--- src/rob_pkg.sv ---
package rob_pkg;

    // buffer geometry
    localparam int rob_size    = 16;
    localparam int width       = 2;      // dispatch and commit slots per cycle
    localparam int fu_ports    = 3;      // completion ports from the FUs
    localparam int alert_depth = width;  // free slots held back for almost_full

    // pointer and counter widths
    localparam int ptr_width   = 4;      // indexes rob_size entries
    localparam int cnt_width   = 5;      // counts 0 to rob_size inclusive

    // rob entry number that wraps modulo rob_size
    typedef logic [ptr_width-1:0] robn_t;

    // occupancy of the buffer
    typedef logic [cnt_width-1:0] rob_cnt_t;

    // architectural register number
    typedef logic [4:0] arn_t;

    // physical register number
    typedef logic [5:0] prn_t;

    // instruction address
    typedef logic [31:0] addr_t;

endpackage

--- src/rob_entry_array.sv ---
`timescale 1ns/1ns

module rob_entry_array (
    input  logic                                     clock,
    input  logic                                     reset,
    input  logic [rob_pkg::width-1:0]                alloc_en,
    input  rob_pkg::robn_t [rob_pkg::width-1:0]      alloc_robn,
    input  logic [rob_pkg::width-1:0]                dispatch_is_branch,
    input  logic [rob_pkg::width-1:0]                dispatch_predict_taken,
    input  rob_pkg::addr_t [rob_pkg::width-1:0]      dispatch_predict_target,
    input  rob_pkg::addr_t [rob_pkg::width-1:0]      dispatch_npc,
    input  rob_pkg::arn_t [rob_pkg::width-1:0]       dispatch_dest_arn,
    input  rob_pkg::prn_t [rob_pkg::width-1:0]       dispatch_dest_prn,
    input  logic [rob_pkg::fu_ports-1:0]             complete_valid,
    input  rob_pkg::robn_t [rob_pkg::fu_ports-1:0]   complete_robn,
    input  logic [rob_pkg::fu_ports-1:0]             complete_taken,
    input  rob_pkg::addr_t [rob_pkg::fu_ports-1:0]   complete_target,
    input  rob_pkg::robn_t                           head,
    output logic [rob_pkg::width-1:0]                head_executed,
    output logic [rob_pkg::width-1:0]                head_success,
    output rob_pkg::arn_t [rob_pkg::width-1:0]       head_dest_arn,
    output rob_pkg::prn_t [rob_pkg::width-1:0]       head_dest_prn,
    output rob_pkg::addr_t [rob_pkg::width-1:0]      head_resolve_target
);

    // per-entry control flags
    logic [rob_pkg::rob_size-1:0] executed;
    logic [rob_pkg::rob_size-1:0] success;

    // per-entry payload
    logic [rob_pkg::rob_size-1:0] is_branch;
    logic [rob_pkg::rob_size-1:0] predict_taken;
    rob_pkg::addr_t               predict_target [rob_pkg::rob_size];
    rob_pkg::addr_t               npc            [rob_pkg::rob_size];
    rob_pkg::addr_t               resolve_target [rob_pkg::rob_size];
    rob_pkg::arn_t                dest_arn       [rob_pkg::rob_size];
    rob_pkg::prn_t                dest_prn       [rob_pkg::rob_size];

    // completion results per port
    rob_pkg::addr_t               comp_target    [rob_pkg::fu_ports];
    logic [rob_pkg::fu_ports-1:0] comp_success;

    // head window slots
    rob_pkg::robn_t               head_slot      [rob_pkg::width];

    // branch check against the stored prediction
    always_comb begin
        for (int j = 0; j < rob_pkg::fu_ports; j++) begin
            comp_target[j]  = complete_taken[j] ? complete_target[j] : npc[complete_robn[j]];
            comp_success[j] = (complete_taken[j] == predict_taken[complete_robn[j]]) &&
                              (comp_target[j] == predict_target[complete_robn[j]]);
        end
    end

    always_ff @(posedge clock) begin
        if (reset) begin
            executed <= '0;
            success  <= '1;
        end else begin
            for (int i = 0; i < rob_pkg::width; i++) begin
                if (alloc_en[i]) begin
                    executed[alloc_robn[i]] <= 1'b0;  // fresh entry
                    success[alloc_robn[i]]  <= 1'b1;
                end
            end
            // this loop runs later so completion wins on a shared slot
            for (int j = 0; j < rob_pkg::fu_ports; j++) begin
                if (complete_valid[j]) begin
                    executed[complete_robn[j]] <= 1'b1;
                    if (is_branch[complete_robn[j]]) begin
                        success[complete_robn[j]] <= comp_success[j];  // mispredict check
                    end
                end
            end
        end
    end

    always_ff @(posedge clock) begin
        for (int i = 0; i < rob_pkg::width; i++) begin
            if (alloc_en[i]) begin
                is_branch[alloc_robn[i]]      <= dispatch_is_branch[i];
                predict_taken[alloc_robn[i]]  <= dispatch_predict_taken[i];
                predict_target[alloc_robn[i]] <= dispatch_predict_target[i];
                npc[alloc_robn[i]]            <= dispatch_npc[i];
                dest_arn[alloc_robn[i]]       <= dispatch_dest_arn[i];
                dest_prn[alloc_robn[i]]       <= dispatch_dest_prn[i];
            end
        end
        for (int j = 0; j < rob_pkg::fu_ports; j++) begin
            if (complete_valid[j]) begin
                resolve_target[complete_robn[j]] <= comp_target[j];
            end
        end
    end

    // read head plus 0 and head plus 1 with wrap
    always_comb begin
        for (int i = 0; i < rob_pkg::width; i++) begin
            head_slot[i]           = head + rob_pkg::robn_t'(i);
            head_executed[i]       = executed[head_slot[i]];
            head_success[i]        = success[head_slot[i]];
            head_dest_arn[i]       = dest_arn[head_slot[i]];
            head_dest_prn[i]       = dest_prn[head_slot[i]];
            head_resolve_target[i] = resolve_target[head_slot[i]];
        end
    end

endmodule

--- config.mk ---
export PLATFORM = sky130hd
export DESIGN_NAME = rob_entry_array
export DESIGN_NICKNAME = d
export VERILOG_FILES = /design/src/rob_pkg.sv /design/src/rob_entry_array.sv
export SDC_FILE = /design/constraint.sdc
export NUM_CORES = 2
export LEC_CHECK = 0
export BUFFER_PORTS_ARGS = -buffer_cell sky130_fd_sc_hd__buf_2
export CORE_MARGIN = 8
export CORE_UTILIZATION = 44
export CTS_BUF_LIST = sky130_fd_sc_hd__clkbuf_4 sky130_fd_sc_hd__clkbuf_8
export CTS_CLUSTER_DIAMETER = 50
export DETAILED_ROUTE_END_ITERATION = 10
export HOLD_SLACK_MARGIN = 0.05
export PLACE_DENSITY = 0.67
export SKIP_CTS_REPAIR_TIMING = 1
export SYNTH_ARGS = -nofsm -noshare
export SYNTH_HDL_FRONTEND = slang
export SYNTH_SLANG_ARGS = --single-unit
--- constraint.sdc ---
create_clock -name clock -period 7.9 [get_ports clock]
set_input_delay 0.79 -clock clock [delete_from_list [all_inputs] [get_ports clock]]
set_output_delay 0.79 -clock clock [all_outputs]
set_load 0.005 [all_outputs]
==> impl_metrics.csv <==
group,metric,value,unit
status,status,"complete, but fails checks",
status,violations,"capacitance limit, slew limit",
setup_path,critical_path.endpoint_type,"flip-flop",
synthesis,synth-simple-area-share,0.0487,
global_routing,grt_pass1_vias,88100,
run,max_cap_viol_count,2,
setup_path,cpMaxStageDelayCell,"nor3_4",
synthesis,yosysWarnings,0,
hold_path,min_from,"dispatch_predict_taken[1]",
clock_network,tritoncts,"done",
setup_path,regToRegSetupSlack,3.35,ns
hold_path,worstHoldPathCells,3,
synthesis,synth.net_count,9008,
routing,first_pass_iters,7,
synthesis,synthCells,8723,
timing,fmax,191,MHz
place,port_buffers,373,
synthesis,synth_top_area_frac,0.437,
clock_network,numCtsBuffers,336,
place,dpl.hpwl,298000,um
setup_path,worstSetupPathType,"in -> reg",
finish,final_cell_mix,"edfxtp_1 (1712), mux2_2 (1269), mux4_2 (1118)",
synthesis,synth_area_leader_cell,"edfxtp_1",
setup_path,cp-start-kind,"primary input",
floorplan,placeableCoreArea,265000,um^2
clock_network,cts_root_buffer,"clkbuf_8",
setup_path,arrival,6.29,ns
routing,drc,0,
place,dp_slack,1.95,ns
global_routing,antenna_found_initial,96,
place,place_congestion,0.981,
routing,wirelength,502000,um
timing,rsz0062_at_grt,"no",
global_routing,grt_max_degree,147,
synthesis,synth_compound_area_frac,0.0789,
synthesis,synth_flop_cell,"edfxtp_1",
synthesis,synth_cell_type_count,72,
synthesis,syn_area_per_cell,13.5,um^2
setup_path,critPathRequiredTime,8.95,ns
setup_path,reg2reg_to,"success[14]$_SDFF_PP1_",
power,p_leak,43.9,nW
timing,worst_pin_slew,1.51,ns
finish,layout-drive-gt1-share,0.418,
floorplan,io-pin-count,374,
hold_path,min_to,"predict_taken[6]$_DFF_P_",
setup_path,r2r-start,"npc[15][26]$_DFFE_PP_",
clock_network,clkSinkCount,1776,
clock_network,clk_pin_slew,0.07,ns
timing,fin_crit,5.24,ns
routing,viasPerCell,7.30,
timing,fin_ws,2.66,ns
floorplan,fp.dieArea,284000,um^2
synthesis,synth-seq-cells,1776,
routing,postRouteAntennaNets,0,
routing,drt_iter0_drc,16500,
finish,final_common_cell,"edfxtp_1",
clock_network,htreeDepth,5,
synthesis,synth-adder-area-share,0.000106,
clock_network,cts_max_path_buffers,4,
synthesis,synth_xor_area_frac,0.00730,
routing,wire_per_inst,40.2,um
power,ir_drop,158,uV
synthesis,post_synth_mux_area_share,0.379,
finish,nets,8956,
setup_path,max_stage_delay,0.76,ns
synthesis,async_flop_share,0,
global_routing,track_usage,0.339,
timing,fin_crit_sh,0.663,
timing,skew,0.0737,ns
setup_path,timing.critical_path.from,"complete_robn[5]",
global_routing,grt_overflow,0,
clock_network,clkLatencyLatePin,1.13,ns
synthesis,syn_area,118000,um^2
setup_path,cp_max_fo,70,
synthesis,seq_area_frac_synth,0.448,
setup_path,crit_chain,"buf_8, buf_4, buf_4, mux4_2, mux4_2, xnor2_1, nand4_1, or4_1, nor3_4, nor3b_1, a211o_1",
finish,area_growth,10.2,%
timing,finalSetupViolations,0,
synthesis,synth_edf_count,1712,
routing,dr_total_vias,91300,
setup_path,reg2regPathDepth,10,
hold_path,hold_path.class,"in -> reg",
floorplan,die_h,533,um
timing,hold_viol_final,0,
floorplan,initial_core_util,0.443,
floorplan,rows,189,
timing,slew_headroom,-0.00514,
synthesis,synth_top_family_by_area,"multiplexers",
floorplan,die_x,533,um
global_routing,grt_pass1_wl,687000,um
timing,setup_tns,0,ns
power,p_per_area,197,nW/um^2
synthesis,synth.area.top_cells,"edfxtp_1 (44%), mux4_2 (21%), mux2_2 (12%)",
timing,final_max_slew_viol_count,18,
-- worst max-delay path: cells and delay by family --
family	cells	cell delay, ns
AND/OR/NAND/NOR	4	2.03
XOR/XNOR	1	0.32
multiplexers	2	1.00
AO/OA/AOI/OAI	1	0.12
buffers and inverters	3	1.81
-- sequential cells by signal, indices dropped and copies added (netlist names) --
| signal | flops |
|---|---|
| npc | 512 |
| executed | 16 |
| resolve_target | 512 |
| is_branch | 16 |
| success | 16 |
| predict_target | 512 |
| predict_taken | 16 |
| dest_prn | 96 |
| dest_arn | 80 |
-- kinds of logic after synthesis --
logic type | Yosys count
AOI/OAI and AO/OA | 1518
adders and majority gates | 1
and+or+nand+nor | 1381
xor gates and xnor gates | 98
muxes | 2892
DFF | 1776
buffers and inverters | 1057
-- power by group --
part	switching (W)	internal (W)	total, W
logic	0.00307	0.00201	0.00508
clock network	0.00420	0.00509	0.00930
registers	0.000276	0.0108	0.0111
-- through the flow --
step                instance area [um^2]  utilization  hold WS, ns  instances  power, W
global route                      129000        0.488        0.118      12500    0.0260
CTS                               129000        0.487       0.0488      12400    0.0252
global placement                  123000        0.463        0.486      11900    0.0161
detailed placement                123000        0.463        0.511      11900    0.0162
floorplan                         118000            -        0.469       8723    0.0143
finish                            129000        0.488        0.115      12500    0.0255
-- worst max-delay path by stage --
stage / end / depth (start not counted) / slack [ns]
finish: success[14]$_SDFF_PP1_ / 11 / 2.66
global route: head_resolve_target[12] / 9 / 2.62
CTS: head_resolve_target[57] / 6 / 2.90
detailed placement: success[14]$_SDFF_PP1_ / 12 / 1.95
global placement: success[14]$_SDFF_PP1_ / 12 / 1.96
floorplan: resolve_target[11][0]$_DFFE_PP_ / 11 / 3.81
-- cell usage after synthesis, types with 9 or more instances --
| master | count |
|---|---|
| a211o_1 | 17 |
| a211oi_1 | 200 |
| a21o_1 | 15 |
| a21oi_1 | 492 |
| a221oi_1 | 52 |
| a22oi_1 | 79 |
| a2bb2oi_1 | 9 |
| a31oi_1 | 9 |
| and2_1 | 12 |
| and3_1 | 21 |
| buf_1 | 113 |
| buf_2 | 118 |
| buf_4 | 34 |
| buf_6 | 27 |
| clkbuf_1 | 732 |
| dfxtp_1 | 64 |
| edfxtp_1 | 1712 |
| inv_1 | 31 |
| mux2_2 | 1269 |
| mux2i_1 | 504 |
| mux4_2 | 1118 |
| nand2_1 | 599 |
| nand2b_1 | 30 |
| nand3_1 | 70 |
| nand3b_1 | 10 |
| nand4_1 | 11 |
| nor2_1 | 536 |
| nor2_2 | 10 |
| nor2b_1 | 27 |
| nor3_1 | 20 |
| nor4_1 | 17 |
| o211ai_1 | 29 |
| o21ai_0 | 471 |
| o21ai_1 | 9 |
| o221ai_2 | 13 |
| o22ai_1 | 61 |
| xnor2_1 | 68 |
| xor2_1 | 30 |
-- area by class of cell --
| class | instances | area (um^2) |
|---|---|---|
| timing repair buffer | 634 | 4200 |
| antenna | 62 | 155 |
| sequential | 1776 | 52700 |
| fill | 22700 | 136000 |
| inverter | 33 | 174 |
| multi-input combinational | 5890 | 61300 |
| tap | 3533 | 4420 |
| clock inverter | 144 | 1200 |
| clock buffer | 433 | 5380 |
-- layer usage --
layer / wire, um / part of all wire / global-route usage / vias to the layer above
met3: 86200 / 0.17 / 0.153 / 2123
met5: 1030 / 0.0020 / 0.00641 / -
met4: 40900 / 0.081 / 0.224 / 69
met2: 209000 / 0.42 / 0.486 / 8862
li1: - / - / - / 34800
met1: 165000 / 0.33 / 0.411 / 45500
(Power assumes the default switching activity.)
