<file path="src/rob_pkg.sv">
package rob_pkg;

    // buffer geometry
    localparam int rob_size    = 16;
    localparam int width       = 2;      // dispatch and commit slots per cycle
    localparam int fu_ports    = 3;      // completion ports from the FUs
    localparam int alert_depth = width;  // free slots held back for almost_full

    // pointer and counter widths
    localparam int ptr_width   = 4;      // indexes rob_size entries
    localparam int cnt_width   = 5;      // counts 0 to rob_size inclusive

    // rob entry number that wraps modulo rob_size
    typedef logic [ptr_width-1:0] robn_t;

    // occupancy of the buffer
    typedef logic [cnt_width-1:0] rob_cnt_t;

    // architectural register number
    typedef logic [4:0] arn_t;

    // physical register number
    typedef logic [5:0] prn_t;

    // instruction address
    typedef logic [31:0] addr_t;

endpackage

</file>
<file path="src/retire_map.sv">
`timescale 1ns/1ns

module retire_map (
    input  logic                                clock,
    input  logic                                reset,
    input  logic [rob_pkg::width-1:0]           commit_valid,
    input  rob_pkg::arn_t [rob_pkg::width-1:0]  commit_dest_arn,
    input  rob_pkg::prn_t [rob_pkg::width-1:0]  commit_dest_prn,
    input  rob_pkg::arn_t                       map_read_arn,
    output rob_pkg::prn_t                       map_read_prn
);

    // one entry per architectural register
    rob_pkg::prn_t map_q [2**$bits(rob_pkg::arn_t)];

    always_ff @(posedge clock) begin
        if (reset) begin
            for (int r = 0; r < $size(map_q); r++) begin
                map_q[r] <= rob_pkg::prn_t'(r);  // identity map
            end
        end else begin
            // slot 1 written last so it wins on the same arn
            for (int i = 0; i < rob_pkg::width; i++) begin
                if (commit_valid[i] && commit_dest_arn[i] != '0) begin
                    map_q[commit_dest_arn[i]] <= commit_dest_prn[i];
                end
            end
        end
    end

    assign map_read_prn = map_q[map_read_arn];

endmodule

</file>
<file path="config.mk">
export PLATFORM = sky130hd
export DESIGN_NAME = retire_map
export DESIGN_NICKNAME = d
export VERILOG_FILES = /design/src/rob_pkg.sv /design/src/retire_map.sv
export SDC_FILE = /design/constraint.sdc
export NUM_CORES = 1
export LEC_CHECK = 0
export BUFFER_PORTS_ARGS = -buffer_cell sky130_fd_sc_hd__buf_2
export CAP_MARGIN = 20
export CORE_ASPECT_RATIO = 1.25
export CORE_MARGIN = 2
export CORE_UTILIZATION = 46
export CTS_CLUSTER_DIAMETER = 30
export DETAILED_ROUTE_END_ITERATION = 6
export PLACE_DENSITY_LB_ADDON = 0.1
export SYNTH_ARGS = -nofsm -noshare
export SYNTH_HDL_FRONTEND = slang
export SYNTH_SLANG_ARGS = --single-unit
</file>
<file path="constraint.sdc">
create_clock -name clock -period 6 [get_ports clock]
set_input_delay 0.6 -clock clock [delete_from_list [all_inputs] [get_ports clock]]
set_output_delay 0.6 -clock clock [all_outputs]
set_load 0.03 [all_outputs]
</file>
==> results of run 1 <==
==> worst max-delay path by stage <==
stage                      end  depth (start not counted)  slack, ns
2_1_floorplan  map_read_prn[0]                          5       3.13
3_3_place_gp   map_read_prn[3]                          5       2.52
3_5_place_dp   map_read_prn[5]                          5       2.47
4_1_cts        map_read_prn[3]                          5       2.46
5_1_grt        map_read_prn[3]                          5       2.35
6_report       map_read_prn[5]                          5       2.43
==> critical path: stages <==
cell	delay, ns
buf_2	0.83
mux4_2	0.62
mux4_2	0.46
mux2_2	0.27
buf_2	0.18
==> kinds of logic (layout without fill, tap and decap cells) <==
kind of cell / after synthesis / count (layout)
AND/OR/NAND/NOR: 608 / 608
buffers and inverters: 142 / 83
other: 0 / 1
flip-flops: 192 / 192
multiplexers: 66 / 66
AO/OA/AOI/OAI: 266 / 266
==> metrics by stage <==
step	power [mW]	util, %	area, um^2	std cells	setup slack, ns
floorplan	1.545	-	10790	1274	3.126
global placement	1.666	47.53	10950	1470	2.515
detailed placement	1.666	47.53	10950	1470	2.466
CTS	2.837	50.11	11550	1502	2.462
global route	2.915	50.16	11560	1503	2.346
finish	2.842	50.17	11560	1504	2.434
==> cell type report <==
type / count / area share [%]
multi-input cells: 940 / 55.86
flip-flops and latches: 192 / 33.25
clock buffers: 19 / 3.832
well taps: 288 / 3.117
repair buffers: 51 / 2.609
clock inverters: 13 / 1.310
diodes: 1 / 0.02165
==> routing by layer <==
layer,vias to the layer above,GRT usage [%]
met5,-,0
met4,2,19.88
met3,155,6.851
met2,714,55.81
met1,5070,45.47
li1,4588,-
==> power breakdown <==
part           switching (mW)  leakage (nW)  internal, mW
logic                   0.223          2.53        0.0999
registers              0.0274          1.56          1.30
clock network           0.559         0.283         0.635
==> cells in the mapped netlist (8+ instances only) <==
cell	number	area (um^2)
nand2_1	163	611.8
a211oi_1	75	563.0
mux4_2	60	1351
and3_1	80	500.5
a311oi_1	106	928.4
dfxtp_1	192	3844
buf_2	8	40.04
o21bai_1	80	600.6
nor2_1	210	788.3
nand3_1	106	530.5
clkbuf_1	129	484.2
nor2b_1	10	62.56
==> impl_metrics.yaml, run 1 <==
outcome:
  status: "completed"
final_layout:
  layout-drive-gt1-share_pct: 12.92
  multi_input_area_mm2: 0.006457
  area_growth_pct: 7.118
  fillCellCount: 2125
  largest_reg_flops: 192
  layout_commonest_cell: "nor2_1"
  reg.largest.list: "map_q: 192 flops"
  seqCellArea_mm2: 0.003844
  top_register: "map_q"
  final_cell_mix: "209 x nor2_1, 192 x dfxtp_1, 163 x nand2_1"
  finalNetCount: 1233
yosys:
  ys_ff_latch: 192
  synthMuxAreaShare_pct: 13.15
  ys_seq_area_share_pct: 35.62
  yosys.area_share.simple_pct: 26.20
  async_flop_share_pct: 0
  synth_xor_area_share_pct: 0
  syn_area_mm2: 0.01079
  yosysWarnings: 0
  synth_top_family_by_area: "simple AND/OR/NAND/NOR gates"
  syn-mean-instance-area_um2: 8.471
  synth.net_count: 1305
  synth_ff_type: "dfxtp_1"
  synthDistinctLibCells: 31
  synth_compound_area_share_pct: 19.79
  synthAdderAreaFrac_pct: 0
  syn_inst: 1274
  synth-edff-count: 0
floorplan:
  die_h_um: 175.2
  ios: 37
  placementRows: 62
  dieArea_mm2: 0.02471
  die_w_um: 141.0
  start_util_pct: 46.84
  core_area_mm2: 0.02304
sta:
  slew_headroom_pct: 24.54
  tightest_slew_ns: 1.128
  rsz0062_at_grt: "no"
  finalHoldViolations: 0
  period_share_pct: 59.44
  timing.final.max_slew_violations: 0
  layout_min_cycle_time_ns: 3.566
  finalSetupTns_ns: 0
  fin_skew_ns: 0
  setup_violations: 0
  max_freq_ghz: 0.2804
  whs_ns: 0.4733
clock_network:
  cts_hold_buffers: 0
  clk_path_buf_depth: 2
  clockRootBuffer: "clkbuf_16"
  cts_resized: 0
  worstSkewPairLatency_ns: 0.45
  cts_tree: "built"
  cts_num_sinks: 192
  post_cts_buffers: 0
  cts_buffers: 17
  clk_pin_slew_ns: 0.08
  htreeDepth: 4
setup_path:
  r2r_slack_ns: 5.08
  endpoint_kind: "output pin"
  crit_fanout: 48
  cp-startpoint: "map_read_arn[2]"
  arrival_ns: 2.97
  critical_path.startpoint_type: "input pin"
  reg2reg_depth: 2
  required_ns: 5.40
  r2r_end: "map_q[71]"
  critical_path_class: "in2out"
  timing.rr.start: "map_q[71]"
route:
  wl_um: 43420
  drt-met1-wl_um: 16300
  highest_layer: "met5"
  viasPerCell: 7.001
  first_pass_iters: 6
  vias: 10529
  drc: 0
  met3_length_um: 4338
  drtIter0Drc: 1308
  wl_per_cell_um: 28.87
  route.met2.wl_um: 19990
  ant_nets: 0
hold_path:
  holdPathEnd: "map_q[190]"
  hold_path_class: "reg2reg"
  min_path_cells: 1
  holdCritStartpoint: "map_q[190]"
power_and_ir_drop:
  peakVddDrop_mv: 0.2004
  power.density_mw_per_mm2: 245.9
  power.leakage_nw: 4.370
grt:
  grtUsageTotal_pct: 35.36
  grt_start_max_net_pins: 89
  grt_pass1_wl_um: 65230
  antenna_found_initial: 2
  grt_pass1_vias: 9724
  grt.overflow.total: 0
run:
  maxCapViolations: 0
place:
  hpwlAfterDp_um: 27250
  port_buffers: 36
  place_congestion: 0.9558
Note: power is estimated with default switching activity, not from simulation.
==> inputs of run 2 (changes only) <==
--- a/config.mk
+++ b/config.mk
@@ -5,6 +5,7 @@
 export SDC_FILE = /design/constraint.sdc
 export NUM_CORES = 1
 export LEC_CHECK = 0
+export ABC_AREA = 1
 export BUFFER_PORTS_ARGS = -buffer_cell sky130_fd_sc_hd__buf_2
 export CAP_MARGIN = 20
 export CORE_ASPECT_RATIO = 1.25
==> constraint.sdc (replaced) <==
create_clock -name clock -period 3.72 [get_ports clock]
set_input_delay 0.372 -clock clock [delete_from_list [all_inputs] [get_ports clock]]
set_output_delay 0.372 -clock clock [all_outputs]
set_load 0.03 [all_outputs]
==> impl_metrics.yaml, run 2 <==
outcome:
  status: "completed"
setup_path:
  r2r_slack_ns: 2.90
  critical_path.startpoint_type: "input pin"
  critical_path_class: "in2out"
  worstSetupEndpoint: "map_read_prn[2]"
  r2r_end: "map_q[47]"
  cp-startpoint: "map_read_arn[0]"
  crit_buf_inv: 4
  crit_family: "buffers and inverters"
  timing.rr.start: "map_q[47]"
  crit_slowest_cell: "buf_4"
  arrival_ns: 2.12
  path_cells: "buf_4 > inv_2 > buf_4 > nand2_1 > nand3_1 > nand3_1 > nand2_1 > nand2_1 > nand2_1 > nand2_1 > nand2_1 > buf_2"
  reg2reg_depth: 4
  crit_top_cell: "nand2_1"
  endpoint_kind: "output pin"
  path_depth: 12
  cp_slowest_stage_delay_ns: 0.38
  crit_fanout: 30
  required_ns: 3.35
clock_network:
  cts_buffers: 17
  cts_tree: "built"
  worstSkewPairLatency_ns: 0.46
  clk_path_buf_depth: 2
  clk_pin_slew_ns: 0.08
  post_cts_buffers: 0
  cts_hold_buffers: 0
  htreeDepth: 4
  clockRootBuffer: "clkbuf_16"
  cts_resized: 0
  cts_num_sinks: 192
yosys:
  ys_ff_latch: 192
  synthDistinctLibCells: 30
  syn_area_mm2: 0.01127
  synth_ff_type: "dfxtp_1"
  syn_inst: 1808
  synthTopCellsByCount: "525 x nand2_1, 211 x nand3_1, 192 x dfxtp_1"
  synth.net_count: 1839
  async_flop_share_pct: 0
  synth_most_common_cell: "nand2_1"
  synth-edff-count: 0
  syn-mean-instance-area_um2: 6.234
  ys_seq_area_share_pct: 34.10
  yosysWarnings: 0
  synth_top_cell_by_area: "dfxtp_1"
  synth_area_leaders: "dfxtp_1 34%, nand2_1 17%, nand3_1 9.4%"
  yosys.area.top_type_share_pct: 34.10
sta:
  finalSetupTns_ns: 0
  tightest_slew_ns: 1.034
  timing.final.max_slew_violations: 0
  period_share_pct: 66.99
  finalHoldViolations: 0
  fin_skew_ns: 0
  layout_min_cycle_time_ns: 2.492
  slew_headroom_pct: 31.00
  max_freq_ghz: 0.4013
  setup_violations: 0
  rsz0062_at_grt: "no"
final_layout:
  finalNetCount: 1795
  top_register: "map_q"
  area_growth_pct: 7.627
  layout-drive-gt1-share_pct: 9.510
  largest_reg_flops: 192
  final_core_util_pct: 49.99
  layout_commonest_cell: "nand2_1"
  final_cell_mix: "525 x nand2_1, 211 x nand3_1, 192 x dfxtp_1"
  diodes: 0
  reg.largest.list: "map_q: 192 flops"
  design_area_mm2: 0.01213
grt:
  antenna_found_initial: 0
  grt_pass1_vias: 10857
  grtUsageTotal_pct: 34.34
  grt_start_max_net_pins: 97
  grt_pass1_wl_um: 66110
  grt.overflow.total: 0
floorplan:
  ios: 37
  core_area_mm2: 0.02426
  die_w_um: 144.0
  placementRows: 64
  die_h_um: 179.0
  dieArea_mm2: 0.02578
  start_util_pct: 46.45
run:
  maxCapViolations: 0
power_and_ir_drop:
  power.leakage_nw: 5.848
  power.density_mw_per_mm2: 391.4
  power.total_mw: 4.747
  peakVddDrop_mv: 0.3010
hold_path:
  hold_path_class: "reg2reg"
place:
  place_congestion: 0.9570
  port_buffers: 36
  placed_area_mm2: 0.01151
  hpwlAfterDp_um: 27280
route:
  wl_per_cell_um: 20.66
  wl_um: 43520
  ant_nets: 0
  viasPerCell: 5.790
  drtIter0Drc: 1352
  vias: 12200
  drc: 0
  first_pass_iters: 6
run 2: cell families after synthesis:
group | count (synthesis) | synth area share [%]
and+or+nand+nor | 892 | 35.01
DFF | 192 | 34.10
AOI/OAI and AO/OA | 424 | 20.05
buffers and inverters | 300 | 10.83
run 2: worst register-to-register path: cells and delay by family, from the launching register on:
| kind | cells | cell delay, ns |
|---|---|---|
| flip-flops | 1 | 0.33 |
| AO/OA/AOI/OAI | 2 | 0.28 |
| AND/OR/NAND/NOR | 1 | 0.06 |
| buffers and inverters | 1 | 0.05 |
run 2: worst min path at each step:
stage | to | cells after the start | startpoint | slack (ns)
floorplan | map_q[186] | 2 | map_q[186] | 0.40
global placement | map_q[186] | 2 | map_q[186] | 0.41
detailed placement | map_q[191] | 2 | map_q[191] | 0.41
CTS | map_q[191] | 2 | map_q[191] | 0.43
global route | map_q[191] | 2 | map_q[191] | 0.43
finish | map_q[190] | 2 | map_q[190] | 0.43
run 2: layout make-up:
type                            instances  area [um^2]
Sequential cell                       192         3844
Timing Repair Buffer                   57        387.9
Multi-Input combinational cell       1316         6206
Inverter                              180        678.2
Fill cell                            2569        12130
Clock buffer                           20        456.7
Clock inverter                         12        145.1
Tap cell                              330        412.9
run 2: where the power goes:
group | switching (mW) | internal, mW | leakage [nW]
registers | 0.0226 | 2.09 | 1.56
logic | 0.504 | 0.164 | 4.00
clock network | 0.917 | 1.05 | 0.289
total | 1.44 | 3.30 | 5.85
run 2: routing by layer:
metal | vias to the layer above | wire, um | global-route usage [%]
li1 | 5826 | - | -
met4 | 0 | 1957 | 15.03
met1 | 5675 | 18110 | 46.53
met3 | 118 | 3396 | 4.514
met2 | 581 | 20060 | 54.62
met5 | - | 0 | 0
run 2: through the flow:
stage | std cells | setup WS (ns) | hold slack, ns
after floorplan | 1808 | 1.852 | 0.4031
after global placement | 2074 | 1.292 | 0.4130
after detailed placement | 2074 | 1.279 | 0.4123
after CTS | 2106 | 1.274 | 0.4282
after global routing | 2107 | 1.065 | 0.4329
final | 2107 | 1.228 | 0.4253
