## config.mk

```make
export PLATFORM = sky130hd
export DESIGN_NAME = rob_ctrl
export DESIGN_NICKNAME = d
export VERILOG_FILES = /design/src/rob_pkg.sv /design/src/rob_ctrl.sv
export SDC_FILE = /design/constraint.sdc
export NUM_CORES = 1
export LEC_CHECK = 0
export BUFFER_PORTS_ARGS = -buffer_cell sky130_fd_sc_hd__buf_2
export CELL_PAD_IN_SITES_DETAIL_PLACEMENT = 0
export CELL_PAD_IN_SITES_GLOBAL_PLACEMENT = 1
export CORE_MARGIN = 3
export CORE_UTILIZATION = 33
export DETAILED_ROUTE_END_ITERATION = 6
export MAX_ROUTING_LAYER = met4
export PLACE_DENSITY = 0.77
export SYNTH_ARGS = -nofsm -noshare
export SYNTH_HDL_FRONTEND = slang
export SYNTH_SLANG_ARGS = --single-unit
export TNS_END_PERCENT = 100
```

## constraint.sdc

```tcl
create_clock -name clock -period 2.95 [get_ports clock]
set_input_delay 0.1475 -clock clock [delete_from_list [all_inputs] [get_ports clock]]
set_output_delay 0.1475 -clock clock [all_outputs]
set_load 0.01 [all_outputs]
```

## src/rob_pkg.sv

```systemverilog
package rob_pkg;

    // buffer geometry
    localparam int rob_size    = 16;
    localparam int width       = 2;      // dispatch and commit slots per cycle
    localparam int fu_ports    = 3;      // completion ports from the FUs
    localparam int alert_depth = width;  // free slots held back for almost_full

    // pointer and counter widths
    localparam int ptr_width   = 4;      // indexes rob_size entries
    localparam int cnt_width   = 5;      // counts 0 to rob_size inclusive

    // rob entry number that wraps modulo rob_size
    typedef logic [ptr_width-1:0] robn_t;

    // occupancy of the buffer
    typedef logic [cnt_width-1:0] rob_cnt_t;

    // architectural register number
    typedef logic [4:0] arn_t;

    // physical register number
    typedef logic [5:0] prn_t;

    // instruction address
    typedef logic [31:0] addr_t;

endpackage

```

## src/rob_ctrl.sv

```systemverilog
`timescale 1ns/1ns

module rob_ctrl (
    input  logic                                clock,
    input  logic                                reset,
    input  logic [rob_pkg::width-1:0]           dispatch_valid,
    input  logic [rob_pkg::width-1:0]           head_executed,
    input  logic [rob_pkg::width-1:0]           head_success,
    output logic [rob_pkg::width-1:0]           alloc_en,
    output rob_pkg::robn_t [rob_pkg::width-1:0] alloc_robn,
    output rob_pkg::robn_t [rob_pkg::width-1:0] dispatch_robn,
    output rob_pkg::robn_t                      head,
    output logic [rob_pkg::width-1:0]           commit_valid,
    output logic                                squash,
    output logic                                almost_full
);

    rob_pkg::robn_t   tail;
    rob_pkg::rob_cnt_t count;

    rob_pkg::rob_cnt_t n_commit;  // successful commits this cycle
    rob_pkg::rob_cnt_t n_alloc;   // accepted dispatches this cycle
    logic              blocked;   // commit chain stopped
    logic              accept;

    // fewer than alert_depth free slots left
    assign almost_full = count > rob_pkg::rob_cnt_t'(rob_pkg::rob_size - rob_pkg::alert_depth);

    // in-order commit from the head window
    always_comb begin
        commit_valid = '0;
        squash       = 1'b0;
        blocked      = 1'b0;
        n_commit     = '0;
        for (int i = 0; i < rob_pkg::width; i++) begin
            if (!blocked && count > rob_pkg::rob_cnt_t'(i) && head_executed[i]) begin
                commit_valid[i] = 1'b1;
                if (head_success[i]) begin
                    n_commit = n_commit + 1'b1;
                end else begin
                    squash  = 1'b1;  // failed entry retires and the rest is flushed
                    blocked = 1'b1;
                end
            end else begin
                blocked = 1'b1;  // younger ones wait
            end
        end
    end

    // dispatch side
    assign accept = !almost_full && !squash;

    always_comb begin
        n_alloc = '0;
        for (int i = 0; i < rob_pkg::width; i++) begin
            dispatch_robn[i] = tail + rob_pkg::robn_t'(i);
            alloc_robn[i]    = dispatch_robn[i];
            alloc_en[i]      = dispatch_valid[i] && accept;
            n_alloc          = n_alloc + rob_pkg::rob_cnt_t'(alloc_en[i]);
        end
    end

    always_ff @(posedge clock) begin
        if (reset) begin
            head  <= '0;
            tail  <= '0;
            count <= '0;
        end else if (squash) begin
            head  <= '0;  // buffer empties
            tail  <= '0;
            count <= '0;
        end else begin
            head  <= head + rob_pkg::robn_t'(n_commit);
            tail  <= tail + rob_pkg::robn_t'(n_alloc);
            count <= count + n_alloc - n_commit;
        end
    end

endmodule

```

==> impl_results.html, run 1 <==
<table>
<tr><th>Metric</th><th>Value</th></tr>
<tr><th colspan="2">Pwr</th></tr>
<tr><td>Total leakage power</td><td>0.707 nW</td></tr>
<tr><td>Sequential cell fraction of total power</td><td>0.229</td></tr>
<tr><td>PnR Total Power</td><td>1.23 mW</td></tr>
<tr><td>Proportion of total power due to net switching</td><td>0.422</td></tr>
<tr><td>P per Cell Area</td><td>887 nW/µm²</td></tr>
<tr><td>Share of power burned in combinational logic</td><td>0.676</td></tr>
<tr><td>IR Drop Worst-Case VDD</td><td>between 0.3 and 0.4 mV</td></tr>
<tr><td>Clock power share</td><td>0.095</td></tr>
<tr><td>Cell Int Power</td><td>between 700 and 800 µW</td></tr>
<tr><td>Total net switching power</td><td>520 µW</td></tr>
<tr><th colspan="2">Logic synthesis</th></tr>
<tr><td>Mapped Cells</td><td>110</td></tr>
<tr><td>Asr flop ratio synth</td><td>0</td></tr>
<tr><td>Multiplexer share of the synthesized area</td><td>0</td></tr>
<tr><td>Total of flip-flops plus latches after synthesis</td><td>13</td></tr>
<tr><td>Post-synthesis xor/xnor area fraction</td><td>0.0763</td></tr>
<tr><td>Post-synthesis share of cell area spent on full adders, half adders and majority gates</td><td>0.283</td></tr>
<tr><td>Combinational family with the most area after synthesis</td><td>adder cells</td></tr>
<tr><td>Synth unique cells</td><td>26</td></tr>
<tr><td>EDFF count, synth</td><td>0</td></tr>
<tr><td>Simple logic cell fraction of the synthesized area</td><td>0.173</td></tr>
<tr><td>Average footprint of a synthesized cell</td><td>roughly 9.4 µm²</td></tr>
<tr><td>Number of synthesis warnings</td><td>0</td></tr>
<tr><td>Sequential area share after synthesis</td><td>0.252</td></tr>
<tr><td>Dominant register cell in the synthesized netlist</td><td>sky130_fd_sc_hd__dfxtp_1</td></tr>
<tr><td>Post-Syn Area</td><td>1030 µm²</td></tr>
<tr><td>Post-synth net total</td><td>139</td></tr>
<tr><td>Synth Area in Compound Gates</td><td>0.0956</td></tr>
<tr><th colspan="2">Die</th></tr>
<tr><td>Die outline area</td><td>around 3800 µm²</td></tr>
<tr><td>Cell Rows</td><td>19</td></tr>
<tr><td>Boundary pin count</td><td>34</td></tr>
<tr><td>DIE WIDTH</td><td>62.0 µm</td></tr>
<tr><td>Overall die height</td><td>62.0 µm</td></tr>
<tr><td>Core region area</td><td>2880 µm²</td></tr>
<tr><td>Starting Density</td><td>0.359</td></tr>
<tr><th colspan="2">Clock network</th></tr>
<tr><td>Clock tree from TritonCTS</td><td>yes</td></tr>
<tr><td>Clock Latency Late Sink</td><td>0.28 ns</td></tr>
<tr><td>TritonCTS sink count</td><td>13</td></tr>
<tr><td>Maximum buffer depth of the clock tree</td><td>2</td></tr>
<tr><td>H-tree depth</td><td>1</td></tr>
<tr><td>Number of CTS-inserted buffers</td><td>3</td></tr>
<tr><td>Clock input transition at the sequential cells of the worst setup and hold paths</td><td>roughly 0.08 ns</td></tr>
<tr><td>Root buf cell</td><td>sky130_fd_sc_hd__clkbuf_4</td></tr>
<tr><td>Number of buffers inserted by hold repair at cts</td><td>0</td></tr>
<tr><th colspan="2">Worst setup path</th></tr>
<tr><td>Kind of launch point of the worst setup path</td><td>flip-flop</td></tr>
<tr><td>Endpoint type of the worst setup path</td><td>flip-flop</td></tr>
<tr><td>Critical Path RT</td><td>3.18 ns</td></tr>
<tr><td>Critical Path Fanout Max</td><td>4</td></tr>
<tr><td>CP arrival</td><td>3.12 ns</td></tr>
<tr><td>Path type of the worst setup path</td><td>flip-flop to flip-flop</td></tr>
<tr><th colspan="2">Routing</th></tr>
<tr><td>Average wire per standard cell</td><td>11.0 µm</td></tr>
<tr><td>Via count</td><td>between 800 and 900</td></tr>
<tr><td>Antenna viol nets, final</td><td>0</td></tr>
<tr><td>Total length of routed wires</td><td>2120 µm</td></tr>
<tr><td>Iteration count of the initial detailed-routing pass</td><td>2</td></tr>
<tr><td>Initial detailed-routing violation count</td><td>8</td></tr>
<tr><td>Routed vias/inst</td><td>4.41</td></tr>
<tr><td>DRC violation count after routing</td><td>0</td></tr>
<tr><th colspan="2">Placement</th></tr>
<tr><td>HPWL after detailed placement</td><td>around 1700 µm</td></tr>
<tr><td>IO buf count</td><td>33</td></tr>
<tr><td>Cell area after placement</td><td>between 1000 and 1500 µm²</td></tr>
<tr><td>Total placed cells including tap cells</td><td>185</td></tr>
<tr><td>Placer's final routability congestion estimate</td><td>~0.78</td></tr>
<tr><th colspan="2">Global route</th></tr>
<tr><td>Met3 usage in global routing</td><td>0.0310</td></tr>
<tr><td>Maximum number of pins on one net before global-route repair</td><td>9</td></tr>
<tr><td>Met1 track demand over resource</td><td>0.139</td></tr>
<tr><td>Number of global-route vias before repair</td><td>820</td></tr>
<tr><td>Global-route total usage across every layer</td><td>0.129</td></tr>
<tr><td>Number of antenna violations at the first check in global routing</td><td>0</td></tr>
<tr><td>Met2 global-route usage</td><td>0.216</td></tr>
<tr><td>Layer with the highest usage after global routing</td><td>met2</td></tr>
<tr><td>Residual overflow from global routing</td><td>0</td></tr>
<tr><td>Wire length of the first global-routing pass</td><td>3460 µm</td></tr>
<tr><th colspan="2">Final layout</th></tr>
<tr><td>Net total in the final layout</td><td>180</td></tr>
<tr><td>Most common cell after layout, fill and taps aside</td><td>sky130_fd_sc_hd__buf_2</td></tr>
<tr><td>Number of inserted diodes</td><td>0</td></tr>
<tr><td>Non-Filler Cell Area, Final</td><td>1390 µm²</td></tr>
<tr><td>Non-filler cells, final</td><td>192</td></tr>
<tr><td>Filler Cells Inserted</td><td>268</td></tr>
<tr><td>Area overhead of the layout relative to synthesis</td><td>34.7%</td></tr>
<tr><td>Final cell utilization of the core</td><td>0.484</td></tr>
<tr><td>Commonest cells after routing, fill and taps aside</td><td>33 x sky130_fd_sc_hd__buf_2, 13 x sky130_fd_sc_hd__ha_1, 12 x sky130_fd_sc_hd__inv_1</td></tr>
<tr><td>Share of layout cells above drive strength 1</td><td>0.500</td></tr>
<tr><th colspan="2">STA</th></tr>
<tr><td>Worst slew slack as a fraction of its limit</td><td>0.769</td></tr>
<tr><td>Minimum period implied by the final worst setup slack</td><td>2.89 ns</td></tr>
<tr><td>Max Clk Rate</td><td>~0.35 GHz</td></tr>
<tr><td>Tcrit/Tclk final</td><td>0.981</td></tr>
<tr><td>Unrepaired setup endpoints after global routing</td><td>yes</td></tr>
<tr><td>Transition at the pin with the smallest max-transition slack</td><td>0.346 ns</td></tr>
<tr><td>Layout Skew</td><td>0.000760 ns</td></tr>
<tr><td>Fin Hold WS</td><td>approximately 0.21 ns</td></tr>
<tr><td>Final count of hold timing violations</td><td>0</td></tr>
<tr><td>Total of endpoints with negative setup slack in the final report</td><td>0</td></tr>
<tr><td>Final-report max-slew violation count</td><td>0</td></tr>
<tr><th colspan="2">Flow run</th></tr>
<tr><td>Number of max-cap violations</td><td>0</td></tr>
<tr><th colspan="2">Status</th></tr>
<tr><td>Outcome</td><td>finished clean</td></tr>
<tr><th colspan="2">Worst hold path</th></tr>
<tr><td>Min-Delay Path Class</td><td>input port to flip-flop</td></tr>
</table>
-- cells by family after synthesis --
kind of cell,Yosys count
AND/OR/NAND/NOR,29
buffers and inverters,25
adder cells (fa/ha/maj),21
AO/OA/AOI/OAI,13
flip-flops,13
XOR/XNOR,9
-- synth_stat cells (2+ instances only) --
cell / count / area (µm²)
sky130_fd_sc_hd__a211oi_2: 2 / 25.0
sky130_fd_sc_hd__a21oi_1: 5 / 25.0
sky130_fd_sc_hd__and2_1: 6 / 37.5
sky130_fd_sc_hd__and2b_2: 2 / 17.5
sky130_fd_sc_hd__and3_1: 2 / 12.5
sky130_fd_sc_hd__buf_4: 8 / 60.1
sky130_fd_sc_hd__dfxtp_1: 13 / 260
sky130_fd_sc_hd__fa_1: 4 / 80.1
sky130_fd_sc_hd__ha_1: 17 / 213
sky130_fd_sc_hd__inv_1: 17 / 63.8
sky130_fd_sc_hd__nand2_1: 2 / 7.51
sky130_fd_sc_hd__nor2_1: 9 / 33.8
sky130_fd_sc_hd__nor2b_1: 2 / 12.5
sky130_fd_sc_hd__nor3b_1: 2 / 15.0
sky130_fd_sc_hd__xnor2_1: 6 / 52.6
sky130_fd_sc_hd__xor2_1: 3 / 26.3
-- per-layer routing --
layer  up-vias  share of wire  routed length (µm)
met2        27           0.48                1010
met5         -              0                   0
met3         4          0.058                 123
met1       388           0.45                 946
met4         0          0.019                  41
li1        427              -                   -
-- power by group through the flow --
stage	Sequential [mW]	Clock [mW]	Combinational [mW]
after floorplan	0.283	0	0.527
after global placement	0.274	0	0.727
after detailed placement	0.277	0	0.742
after CTS	0.273	0.126	0.775
after global routing	0.291	0.127	0.961
final	0.283	0.117	0.835
-- flip-flops by register name, indices dropped and copies added, names as in the netlist --
signal  count
head        4
tail        4
count       5
-- repair_timing --
action | CTS | global route
setup endpoints to repair | 3 | 4
gates resized for setup | 5 | 14
setup buffers | 0 | 3
pin swaps | 5 | 10
gates cloned | 0 | 0
-- final timing paths --
path,from,slack (ns),depth (start not counted),to
setup reg to reg,count[3],0.06,16,count[4]
hold reg to reg,head[2],0.54,2,head[2]
setup / recovery,count[3],0.06,16,count[4]
hold / removal,reset,0.21,3,count[1]
-- worst max-delay path, stage by stage, from the launching register on --
cell and delay (ns):
sky130_fd_sc_hd__dfxtp_2 0.36, sky130_fd_sc_hd__inv_4 0.06, sky130_fd_sc_hd__ha_4 0.15, sky130_fd_sc_hd__nor3b_2 0.15
sky130_fd_sc_hd__a211oi_2 0.22, sky130_fd_sc_hd__a21oi_2 0.11, sky130_fd_sc_hd__and3_4 0.20, sky130_fd_sc_hd__ha_4 0.26
sky130_fd_sc_hd__inv_1 0.04, sky130_fd_sc_hd__ha_1 0.25, sky130_fd_sc_hd__inv_1 0.04, sky130_fd_sc_hd__ha_2 0.17
sky130_fd_sc_hd__fa_2 0.35, sky130_fd_sc_hd__a21oi_2 0.14, sky130_fd_sc_hd__o21bai_1 0.09, sky130_fd_sc_hd__xor2_1 0.14
sky130_fd_sc_hd__nor2_1 0.09
-- per-stage QoR --
step,TNS [ns],setup WS [ns]
CTS,0,0.000307
finish,0,0.0574
global route,-0.198,-0.136
floorplan,-0.0121,-0.0121
detailed placement,-0.111,-0.0555
global placement,-0.0346,-0.0346
-- cell type report --
type | instances | area (µm²) | area share
inverters | 17 | 66.3 | 0.0476
repair buffers | 44 | 248 | 0.178
well taps | 42 | 52.6 | 0.0377
clock buffers | 4 | 26.3 | 0.0189
flip-flops and latches | 13 | 264 | 0.190
multi-input cells | 72 | 736 | 0.528
Power figures use the tool's default switching activity.
==> run 2, diff against run 1 <==
--- a/config.mk
+++ b/config.mk
@@ -9,10 +9,10 @@
 export CELL_PAD_IN_SITES_DETAIL_PLACEMENT = 0
 export CELL_PAD_IN_SITES_GLOBAL_PLACEMENT = 1
 export CORE_MARGIN = 3
-export CORE_UTILIZATION = 33
+export CORE_UTILIZATION = 39
 export DETAILED_ROUTE_END_ITERATION = 6
 export MAX_ROUTING_LAYER = met4
-export PLACE_DENSITY = 0.77
+export PLACE_DENSITY = 0.86
 export SYNTH_ARGS = -nofsm -noshare
 export SYNTH_HDL_FRONTEND = slang
 export SYNTH_SLANG_ARGS = --single-unit
==> constraint.sdc (replaced) <==
create_clock -name clock -period 3.6 [get_ports clock]
set_input_delay 0.18 -clock clock [delete_from_list [all_inputs] [get_ports clock]]
set_output_delay 0.18 -clock clock [all_outputs]
set_load 0.005 [all_outputs]
==> impl_results.html, run 2 (synthesis gave the netlist of run 1 again) <==
<table>
<tr><th>Metric</th><th>Value</th></tr>
<tr><th colspan="2">Status</th></tr>
<tr><td>Outcome</td><td>finished clean</td></tr>
<tr><th colspan="2">Clock network</th></tr>
<tr><td>TritonCTS sink count</td><td>13</td></tr>
<tr><td>Root buf cell</td><td>sky130_fd_sc_hd__clkbuf_4</td></tr>
<tr><td>Clock Latency Late Sink</td><td>about 0.27 ns</td></tr>
<tr><td>Clock tree from TritonCTS</td><td>yes</td></tr>
<tr><td>H-tree depth</td><td>1</td></tr>
<tr><td>Number of CTS-inserted buffers</td><td>3</td></tr>
<tr><td>Maximum buffer depth of the clock tree</td><td>2</td></tr>
<tr><td>Clock input transition at the sequential cells of the worst setup and hold paths</td><td>0.08 ns</td></tr>
<tr><th colspan="2">Placement</th></tr>
<tr><td>Placer's final routability congestion estimate</td><td>between 0.7 and 0.8</td></tr>
<tr><td>HPWL after detailed placement</td><td>1680 µm</td></tr>
<tr><td>IO buf count</td><td>33</td></tr>
<tr><th colspan="2">Worst setup path</th></tr>
<tr><td>Critical Path RT</td><td>3.77 ns</td></tr>
<tr><td>Slowest stage delay, CP</td><td>0.49 ns</td></tr>
<tr><td>Slowest-stage cell, CP</td><td>sky130_fd_sc_hd__fa_1</td></tr>
<tr><td>Kind of launch point of the worst setup path</td><td>flip-flop</td></tr>
<tr><td>Most prevalent standard cell on the critical path</td><td>sky130_fd_sc_hd__inv_1</td></tr>
<tr><td>Path type of the worst setup path</td><td>flip-flop to flip-flop</td></tr>
<tr><td>Cell depth of the worst flop-to-flop path</td><td>15</td></tr>
<tr><td>Critical Path Fanout Max</td><td>4</td></tr>
<tr><td>Critical-path cell list</td><td>inv_1 &gt; ha_1 &gt; nor4b_4 &gt; nor3b_2 &gt; a21oi_1 &gt; and3_1 &gt; ha_1 &gt; inv_1 &gt; fa_1 &gt; inv_1 &gt; fa_1 &gt; a21oi_1 &gt; o21bai_1 &gt; xor2_1 &gt; nor2_1</td></tr>
<tr><td>Endpoint type of the worst setup path</td><td>flip-flop</td></tr>
<tr><td>CP arrival</td><td>3.39 ns</td></tr>
<tr><td>Buffer and inverter count on the worst path</td><td>3</td></tr>
<tr><td>CP delay by family, top</td><td>adder cells</td></tr>
<tr><td>Total stage count of the critical path</td><td>15</td></tr>
<tr><th colspan="2">Worst hold path</th></tr>
<tr><td>Min-Delay Path Class</td><td>input port to flip-flop</td></tr>
<tr><td>Worst hold stages</td><td>3</td></tr>
<tr><th colspan="2">Final layout</th></tr>
<tr><td>Commonest cells after routing, fill and taps aside</td><td>33 x sky130_fd_sc_hd__buf_2, 17 x sky130_fd_sc_hd__inv_1, 17 x sky130_fd_sc_hd__ha_1</td></tr>
<tr><td>Final cell utilization of the core</td><td>0.486</td></tr>
<tr><td>Largest registers</td><td>count: 5 flops, head: 4 flops, tail: 4 flops</td></tr>
<tr><td>Max FFs per register</td><td>5</td></tr>
<tr><td>Number of inserted diodes</td><td>0</td></tr>
<tr><td>Area overhead of the layout relative to synthesis</td><td>17.7%</td></tr>
<tr><td>Net total in the final layout</td><td>170</td></tr>
<tr><td>Most common cell after layout, fill and taps aside</td><td>sky130_fd_sc_hd__buf_2</td></tr>
<tr><td>Share of layout cells above drive strength 1</td><td>0.321</td></tr>
<tr><td>Register name with the most flops</td><td>count</td></tr>
<tr><td>Filler Cells Inserted</td><td>about 240</td></tr>
<tr><th colspan="2">STA</th></tr>
<tr><td>Final-report max-slew violation count</td><td>0</td></tr>
<tr><td>Max Clk Rate</td><td>0.311 GHz</td></tr>
<tr><td>Worst slew slack as a fraction of its limit</td><td>0.767</td></tr>
<tr><td>Total Negative Setup Slacks</td><td>0 ns</td></tr>
<tr><td>Layout Skew</td><td>between 0.003 and 0.004 ns</td></tr>
<tr><td>Total of endpoints with negative setup slack in the final report</td><td>0</td></tr>
<tr><td>Minimum period implied by the final worst setup slack</td><td>~3.2 ns</td></tr>
<tr><td>Unrepaired setup endpoints after global routing</td><td>no</td></tr>
<tr><td>Tcrit/Tclk final</td><td>0.893</td></tr>
<tr><td>Final count of hold timing violations</td><td>0</td></tr>
<tr><td>Transition at the pin with the smallest max-transition slack</td><td>roughly 0.35 ns</td></tr>
<tr><th colspan="2">Pwr</th></tr>
<tr><td>Cell Int Power</td><td>478 µW</td></tr>
<tr><td>P per Cell Area</td><td>673 nW/µm²</td></tr>
<tr><td>Proportion of total power due to net switching</td><td>0.416</td></tr>
<tr><td>IR Drop Worst-Case VDD</td><td>0.373 mV</td></tr>
<tr><td>Clock power share</td><td>0.109</td></tr>
<tr><td>Share of power burned in combinational logic</td><td>0.611</td></tr>
<tr><td>Total net switching power</td><td>341 µW</td></tr>
<tr><td>Sequential cell fraction of total power</td><td>0.280</td></tr>
<tr><td>Total leakage power</td><td>0.656 nW</td></tr>
<tr><th colspan="2">Global route</th></tr>
<tr><td>Wire length of the first global-routing pass</td><td>3240 µm</td></tr>
<tr><td>Number of global-route vias before repair</td><td>between 700 and 800</td></tr>
<tr><td>Global-route total usage across every layer</td><td>0.131</td></tr>
<tr><td>Residual overflow from global routing</td><td>0</td></tr>
<tr><td>Maximum number of pins on one net before global-route repair</td><td>9</td></tr>
<tr><td>Number of antenna violations at the first check in global routing</td><td>0</td></tr>
<tr><th colspan="2">Flow run</th></tr>
<tr><td>Number of max-cap violations</td><td>0</td></tr>
<tr><th colspan="2">Die</th></tr>
<tr><td>Boundary pin count</td><td>34</td></tr>
<tr><td>Starting Density</td><td>0.413</td></tr>
<tr><td>DIE WIDTH</td><td>approximately 57 µm</td></tr>
<tr><td>Cell Rows</td><td>18</td></tr>
<tr><td>Die outline area</td><td>3300 µm²</td></tr>
<tr><td>Core region area</td><td>around 2500 µm²</td></tr>
<tr><td>Overall die height</td><td>roughly 57 µm</td></tr>
<tr><th colspan="2">Routing</th></tr>
<tr><td>Total length of routed wires</td><td>approximately 1900 µm</td></tr>
<tr><td>DRC violation count after routing</td><td>0</td></tr>
<tr><td>Average wire per standard cell</td><td>11.4 µm</td></tr>
<tr><td>Iteration count of the initial detailed-routing pass</td><td>2</td></tr>
<tr><td>Antenna viol nets, final</td><td>0</td></tr>
<tr><td>Via count</td><td>812</td></tr>
<tr><td>Initial detailed-routing violation count</td><td>19</td></tr>
<tr><td>Routed vias/inst</td><td>4.78</td></tr>
</table>
## run 2: cell count changes in the layout (fill, tap and decap cells not counted), moves of 2 or more
cell and delta:
sky130_fd_sc_hd__ha_4 -3, sky130_fd_sc_hd__buf_4 -10, sky130_fd_sc_hd__inv_1 +5, sky130_fd_sc_hd__ha_1 +4, sky130_fd_sc_hd__dfxtp_2 -3, sky130_fd_sc_hd__and3_4 -2
sky130_fd_sc_hd__and3_1 +2, sky130_fd_sc_hd__a21oi_1 +3, sky130_fd_sc_hd__a21oi_2 -3, sky130_fd_sc_hd__inv_2 -4, sky130_fd_sc_hd__dfxtp_1 +3
## run 2: per-layer routing
| layer | up-vias | share of wire | global-route usage | wire [µm] |
|---|---|---|---|---|
| li1 | 406 | - | - | - |
| met1 | 376 | 0.37 | 0.126 | 721 |
| met2 | 26 | 0.53 | 0.235 | 1030 |
| met3 | 4 | 0.062 | 0.0430 | 120 |
| met4 | 0 | 0.028 | 0.0596 | 55 |
| met5 | - | 0 | - | 0 |
## run 2: final timing paths
kind / from / end / slack, ns
min reg2reg: head[3] / head[3] / 0.54
min: reset / count[0] / 0.26
max: count[3] / count[4] / 0.38
max reg2reg: count[3] / count[4] / 0.38
## run 2: worst register-to-register path, cell delays in order, from the launching register on
cell	delay (ns)
sky130_fd_sc_hd__dfxtp_1	0.33
sky130_fd_sc_hd__inv_1	0.13
sky130_fd_sc_hd__ha_1	0.18
sky130_fd_sc_hd__nor4b_4	0.25
sky130_fd_sc_hd__nor3b_2	0.11
sky130_fd_sc_hd__a21oi_1	0.19
sky130_fd_sc_hd__and3_1	0.20
sky130_fd_sc_hd__ha_1	0.22
sky130_fd_sc_hd__inv_1	0.07
sky130_fd_sc_hd__fa_1	0.49
sky130_fd_sc_hd__inv_1	0.07
sky130_fd_sc_hd__fa_1	0.45
sky130_fd_sc_hd__a21oi_1	0.14
sky130_fd_sc_hd__o21bai_1	0.09
sky130_fd_sc_hd__xor2_1	0.13
sky130_fd_sc_hd__nor2_1	0.05
## run 2: layout make-up
type,instances,area [µm²],share of cell area
multi-input combinational,72,654,0.538
sequential,13,260,0.214
timing repair buffer,34,173,0.142
inverter,17,63.8,0.0525
tap,30,37.5,0.0309
clock buffer,3,22.5,0.0185
clock inverter,1,5.00,0.00412
## run 2: power by group through the flow
| stage | combinational [mW] | sequential, mW | clock [mW] |
|---|---|---|---|
| 2_1_floorplan | 0.388 | 0.226 | 0 |
| 3_3_place_gp | 0.496 | 0.230 | 0 |
| 3_5_place_dp | 0.504 | 0.234 | 0 |
| 4_1_cts | 0.508 | 0.231 | 0.0940 |
| 5_1_grt | 0.582 | 0.237 | 0.102 |
| 6_report | 0.500 | 0.229 | 0.0894 |
## run 2: timing repair
item                                    CTS  global route
gates resized for setup                   0             1
endpoints found under the setup margin    0             2
hold buffers                              0             0
endpoints found under the hold margin     0             0
setup buffers                             0             0
## run 2: through the flow
step / total power [mW] / std cells / hold WS, ns / cell area, µm² / setup slack (ns)
CTS: 0.833 / 170 / 0.252 / 1210 / 0.228
global placement: 0.727 / 166 / 0.496 / 1180 / 0.353
global route: 0.921 / 170 / 0.268 / 1220 / 0.00417
finish: 0.819 / 170 / 0.256 / 1220 / 0.384
floorplan: 0.614 / 110 / 0.396 / 1030 / 0.492
detailed placement: 0.738 / 166 / 0.523 / 1180 / 0.260
==> run 3, diff against run 2 <==
--- a/config.mk
+++ b/config.mk
@@ -12,7 +12,7 @@
 export CORE_UTILIZATION = 39
 export DETAILED_ROUTE_END_ITERATION = 6
 export MAX_ROUTING_LAYER = met4
-export PLACE_DENSITY = 0.86
+export PLACE_DENSITY_LB_ADDON = 0.1
 export SYNTH_ARGS = -nofsm -noshare
 export SYNTH_HDL_FRONTEND = slang
 export SYNTH_SLANG_ARGS = --single-unit
==> impl_results.html, run 3 (synthesis gave the netlist of run 1 again) <==
<table>
<tr><th>Metric</th><th>Value</th></tr>
<tr><th colspan="2">STA</th></tr>
<tr><td>Unrepaired setup endpoints after global routing</td><td>no</td></tr>
<tr><td>Max Clk Rate</td><td>0.306 GHz</td></tr>
<tr><td>Tcrit/Tclk final</td><td>0.906</td></tr>
<tr><td>Final-report max-slew violation count</td><td>0</td></tr>
<tr><td>Final count of hold timing violations</td><td>0</td></tr>
<tr><td>PnR worst setup slack</td><td>approximately 0.34 ns</td></tr>
<tr><td>Layout Skew</td><td>0.00358 ns</td></tr>
<tr><td>Worst slew slack as a fraction of its limit</td><td>0.727</td></tr>
<tr><td>Total Negative Setup Slacks</td><td>0 ns</td></tr>
<tr><td>Minimum period implied by the final worst setup slack</td><td>~3.3 ns</td></tr>
<tr><td>Transition at the pin with the smallest max-transition slack</td><td>0.408 ns</td></tr>
<tr><td>Fin Hold WS</td><td>0.271 ns</td></tr>
<tr><td>Total of endpoints with negative setup slack in the final report</td><td>0</td></tr>
<tr><th colspan="2">Global route</th></tr>
<tr><td>Residual overflow from global routing</td><td>0</td></tr>
<tr><td>Number of antenna violations at the first check in global routing</td><td>0</td></tr>
<tr><td>Layer with the highest usage after global routing</td><td>met2</td></tr>
<tr><td>Met3 usage in global routing</td><td>0.0294</td></tr>
<tr><td>Maximum number of pins on one net before global-route repair</td><td>9</td></tr>
<tr><td>Met2 global-route usage</td><td>0.203</td></tr>
<tr><td>Met1 track demand over resource</td><td>0.161</td></tr>
<tr><td>Number of global-route vias before repair</td><td>746</td></tr>
<tr><td>Global-route total usage across every layer</td><td>0.129</td></tr>
<tr><td>Wire length of the first global-routing pass</td><td>3190 µm</td></tr>
<tr><th colspan="2">Die</th></tr>
<tr><td>Die outline area</td><td>roughly 3300 µm²</td></tr>
<tr><td>Cell Rows</td><td>18</td></tr>
<tr><td>Boundary pin count</td><td>34</td></tr>
<tr><td>Core region area</td><td>2500 µm²</td></tr>
<tr><td>Starting Density</td><td>0.413</td></tr>
<tr><td>Overall die height</td><td>57.5 µm</td></tr>
<tr><td>DIE WIDTH</td><td>57.5 µm</td></tr>
<tr><th colspan="2">Worst hold path</th></tr>
<tr><td>Min-Delay Path Class</td><td>input port to flip-flop</td></tr>
<tr><th colspan="2">Final layout</th></tr>
<tr><td>Net total in the final layout</td><td>171</td></tr>
<tr><td>Largest registers</td><td>count: 5 flops, head: 4 flops, tail: 4 flops</td></tr>
<tr><td>Number of inserted diodes</td><td>0</td></tr>
<tr><td>Max FFs per register</td><td>5</td></tr>
<tr><td>Most common cell after layout, fill and taps aside</td><td>sky130_fd_sc_hd__buf_2</td></tr>
<tr><td>Register name with the most flops</td><td>count</td></tr>
<tr><td>Share of layout cells above drive strength 1</td><td>0.312</td></tr>
<tr><td>Non-filler cells, final</td><td>171</td></tr>
<tr><td>Final cell utilization of the core</td><td>0.487</td></tr>
<tr><td>Commonest cells after routing, fill and taps aside</td><td>33 x sky130_fd_sc_hd__buf_2, 17 x sky130_fd_sc_hd__inv_1, 17 x sky130_fd_sc_hd__ha_1</td></tr>
<tr><td>Area overhead of the layout relative to synthesis</td><td>17.8%</td></tr>
<tr><th colspan="2">Worst setup path</th></tr>
<tr><td>Slowest-stage cell, CP</td><td>sky130_fd_sc_hd__fa_1</td></tr>
<tr><td>Critical Path Fanout Max</td><td>4</td></tr>
<tr><td>Kind of launch point of the worst setup path</td><td>flip-flop</td></tr>
<tr><td>Slowest stage delay, CP</td><td>about 0.48 ns</td></tr>
<tr><td>Most prevalent standard cell on the critical path</td><td>sky130_fd_sc_hd__inv_1</td></tr>
<tr><td>Critical Path RT</td><td>3.77 ns</td></tr>
<tr><td>CP arrival</td><td>around 3.4 ns</td></tr>
<tr><td>Critical-path cell list</td><td>inv_1 &gt; ha_1 &gt; nor3b_1 &gt; a211oi_2 &gt; a21oi_1 &gt; and3_1 &gt; ha_1 &gt; inv_1 &gt; fa_1 &gt; inv_1 &gt; fa_1 &gt; a21oi_1 &gt; o21bai_1 &gt; xor2_1 &gt; nor2_1</td></tr>
<tr><td>Endpoint type of the worst setup path</td><td>flip-flop</td></tr>
<tr><td>Path type of the worst setup path</td><td>flip-flop to flip-flop</td></tr>
<tr><th colspan="2">Clock network</th></tr>
<tr><td>Clock Latency Late Sink</td><td>roughly 0.28 ns</td></tr>
<tr><td>Maximum buffer depth of the clock tree</td><td>2</td></tr>
<tr><td>H-tree depth</td><td>1</td></tr>
<tr><td>Clock tree from TritonCTS</td><td>yes</td></tr>
<tr><td>Post CTS Setup Buffer Count</td><td>0</td></tr>
<tr><td>Root buf cell</td><td>sky130_fd_sc_hd__clkbuf_4</td></tr>
<tr><td>TritonCTS sink count</td><td>13</td></tr>
<tr><td>Number of buffers inserted by hold repair at cts</td><td>0</td></tr>
<tr><td>Clock input transition at the sequential cells of the worst setup and hold paths</td><td>0.08 ns</td></tr>
<tr><td>Number of gates given a new drive strength after cts</td><td>0</td></tr>
<tr><td>Number of CTS-inserted buffers</td><td>3</td></tr>
<tr><th colspan="2">Pwr</th></tr>
<tr><td>P per Cell Area</td><td>677 nW/µm²</td></tr>
<tr><td>Total leakage power</td><td>between 0.6 and 0.7 nW</td></tr>
<tr><td>IR Drop Worst-Case VDD</td><td>slightly above 0.5 mV</td></tr>
<tr><th colspan="2">Routing</th></tr>
<tr><td>Iteration count of the initial detailed-routing pass</td><td>4</td></tr>
<tr><td>Total length of routed wires</td><td>1940 µm</td></tr>
<tr><td>Routed vias/inst</td><td>4.50</td></tr>
<tr><td>DRC violation count after routing</td><td>0</td></tr>
<tr><td>Average wire per standard cell</td><td>11.3 µm</td></tr>
<tr><td>Via count</td><td>769</td></tr>
<tr><td>Antenna viol nets, final</td><td>0</td></tr>
<tr><td>Initial detailed-routing violation count</td><td>12</td></tr>
<tr><th colspan="2">Placement</th></tr>
<tr><td>HPWL after detailed placement</td><td>1610 µm</td></tr>
<tr><td>IO buf count</td><td>33</td></tr>
<tr><td>Total placed cells including tap cells</td><td>167</td></tr>
<tr><td>Placement Setup Slack</td><td>0.357 ns</td></tr>
<tr><td>Placer's final routability congestion estimate</td><td>0.791</td></tr>
<tr><th colspan="2">Status</th></tr>
<tr><td>Outcome</td><td>finished clean</td></tr>
<tr><th colspan="2">Flow run</th></tr>
<tr><td>Number of max-cap violations</td><td>0</td></tr>
</table>
## run 3: cell count changes in the layout (fill, tap and decap cells not counted)
cell | before | now
sky130_fd_sc_hd__clkbuf_1 | 0 | 1
sky130_fd_sc_hd__nor3b_2 | 1 | 0
sky130_fd_sc_hd__clkinv_2 | 1 | 0
sky130_fd_sc_hd__nor3b_1 | 1 | 2
sky130_fd_sc_hd__buf_4 | 1 | 2
## run 3: cell type report
class	count	area, µm²
clock buffers	4	26.3
inverters	17	63.8
flip-flops and latches	13	260
multi-input cells	72	649
well taps	30	37.5
fillers	262	1280
repair buffers	35	180
## run 3: metrics by stage
step	area [µm²]	total power, mW
finish	1220	0.824
global route	1220	0.919
CTS	1220	0.843
detailed placement	1190	0.742
global placement	1190	0.734
floorplan	1030	0.614
## run 3: per-layer routing
metal  share of wire  vias up  routed length (µm)
met2            0.45       24                 878
met1            0.46      331                 898
met4           0.016        0                  32
met5               0        -                   0
met3           0.067        5                 130
li1                -      409                   -
## run 3: worst max-delay path: cells and delay by family, from the launching register on
family / cells / cell delay (ns)
fa+ha+maj: 4 / 1.36
compound gates: 4 / 0.53
simple gates: 3 / 0.52
flops: 1 / 0.33
buf+inv: 3 / 0.29
xor+xnor: 1 / 0.13
## run 3: final timing paths
kind | from | endpoint | slack (ns) | cells after the start
hold / removal | reset | head[0] | 0.27 | 3
hold reg to reg | head[3] | head[3] | 0.52 | 2
setup / recovery | count[3] | count[4] | 0.34 | 15
setup reg to reg | count[3] | count[4] | 0.34 | 15
## run 3: where the power goes
group	switching, mW	internal (mW)	total (mW)
clock	0.0473	0.0430	0.0902
combinational	0.245	0.257	0.503
sequential	0.0499	0.181	0.231
total	0.342	0.481	0.824
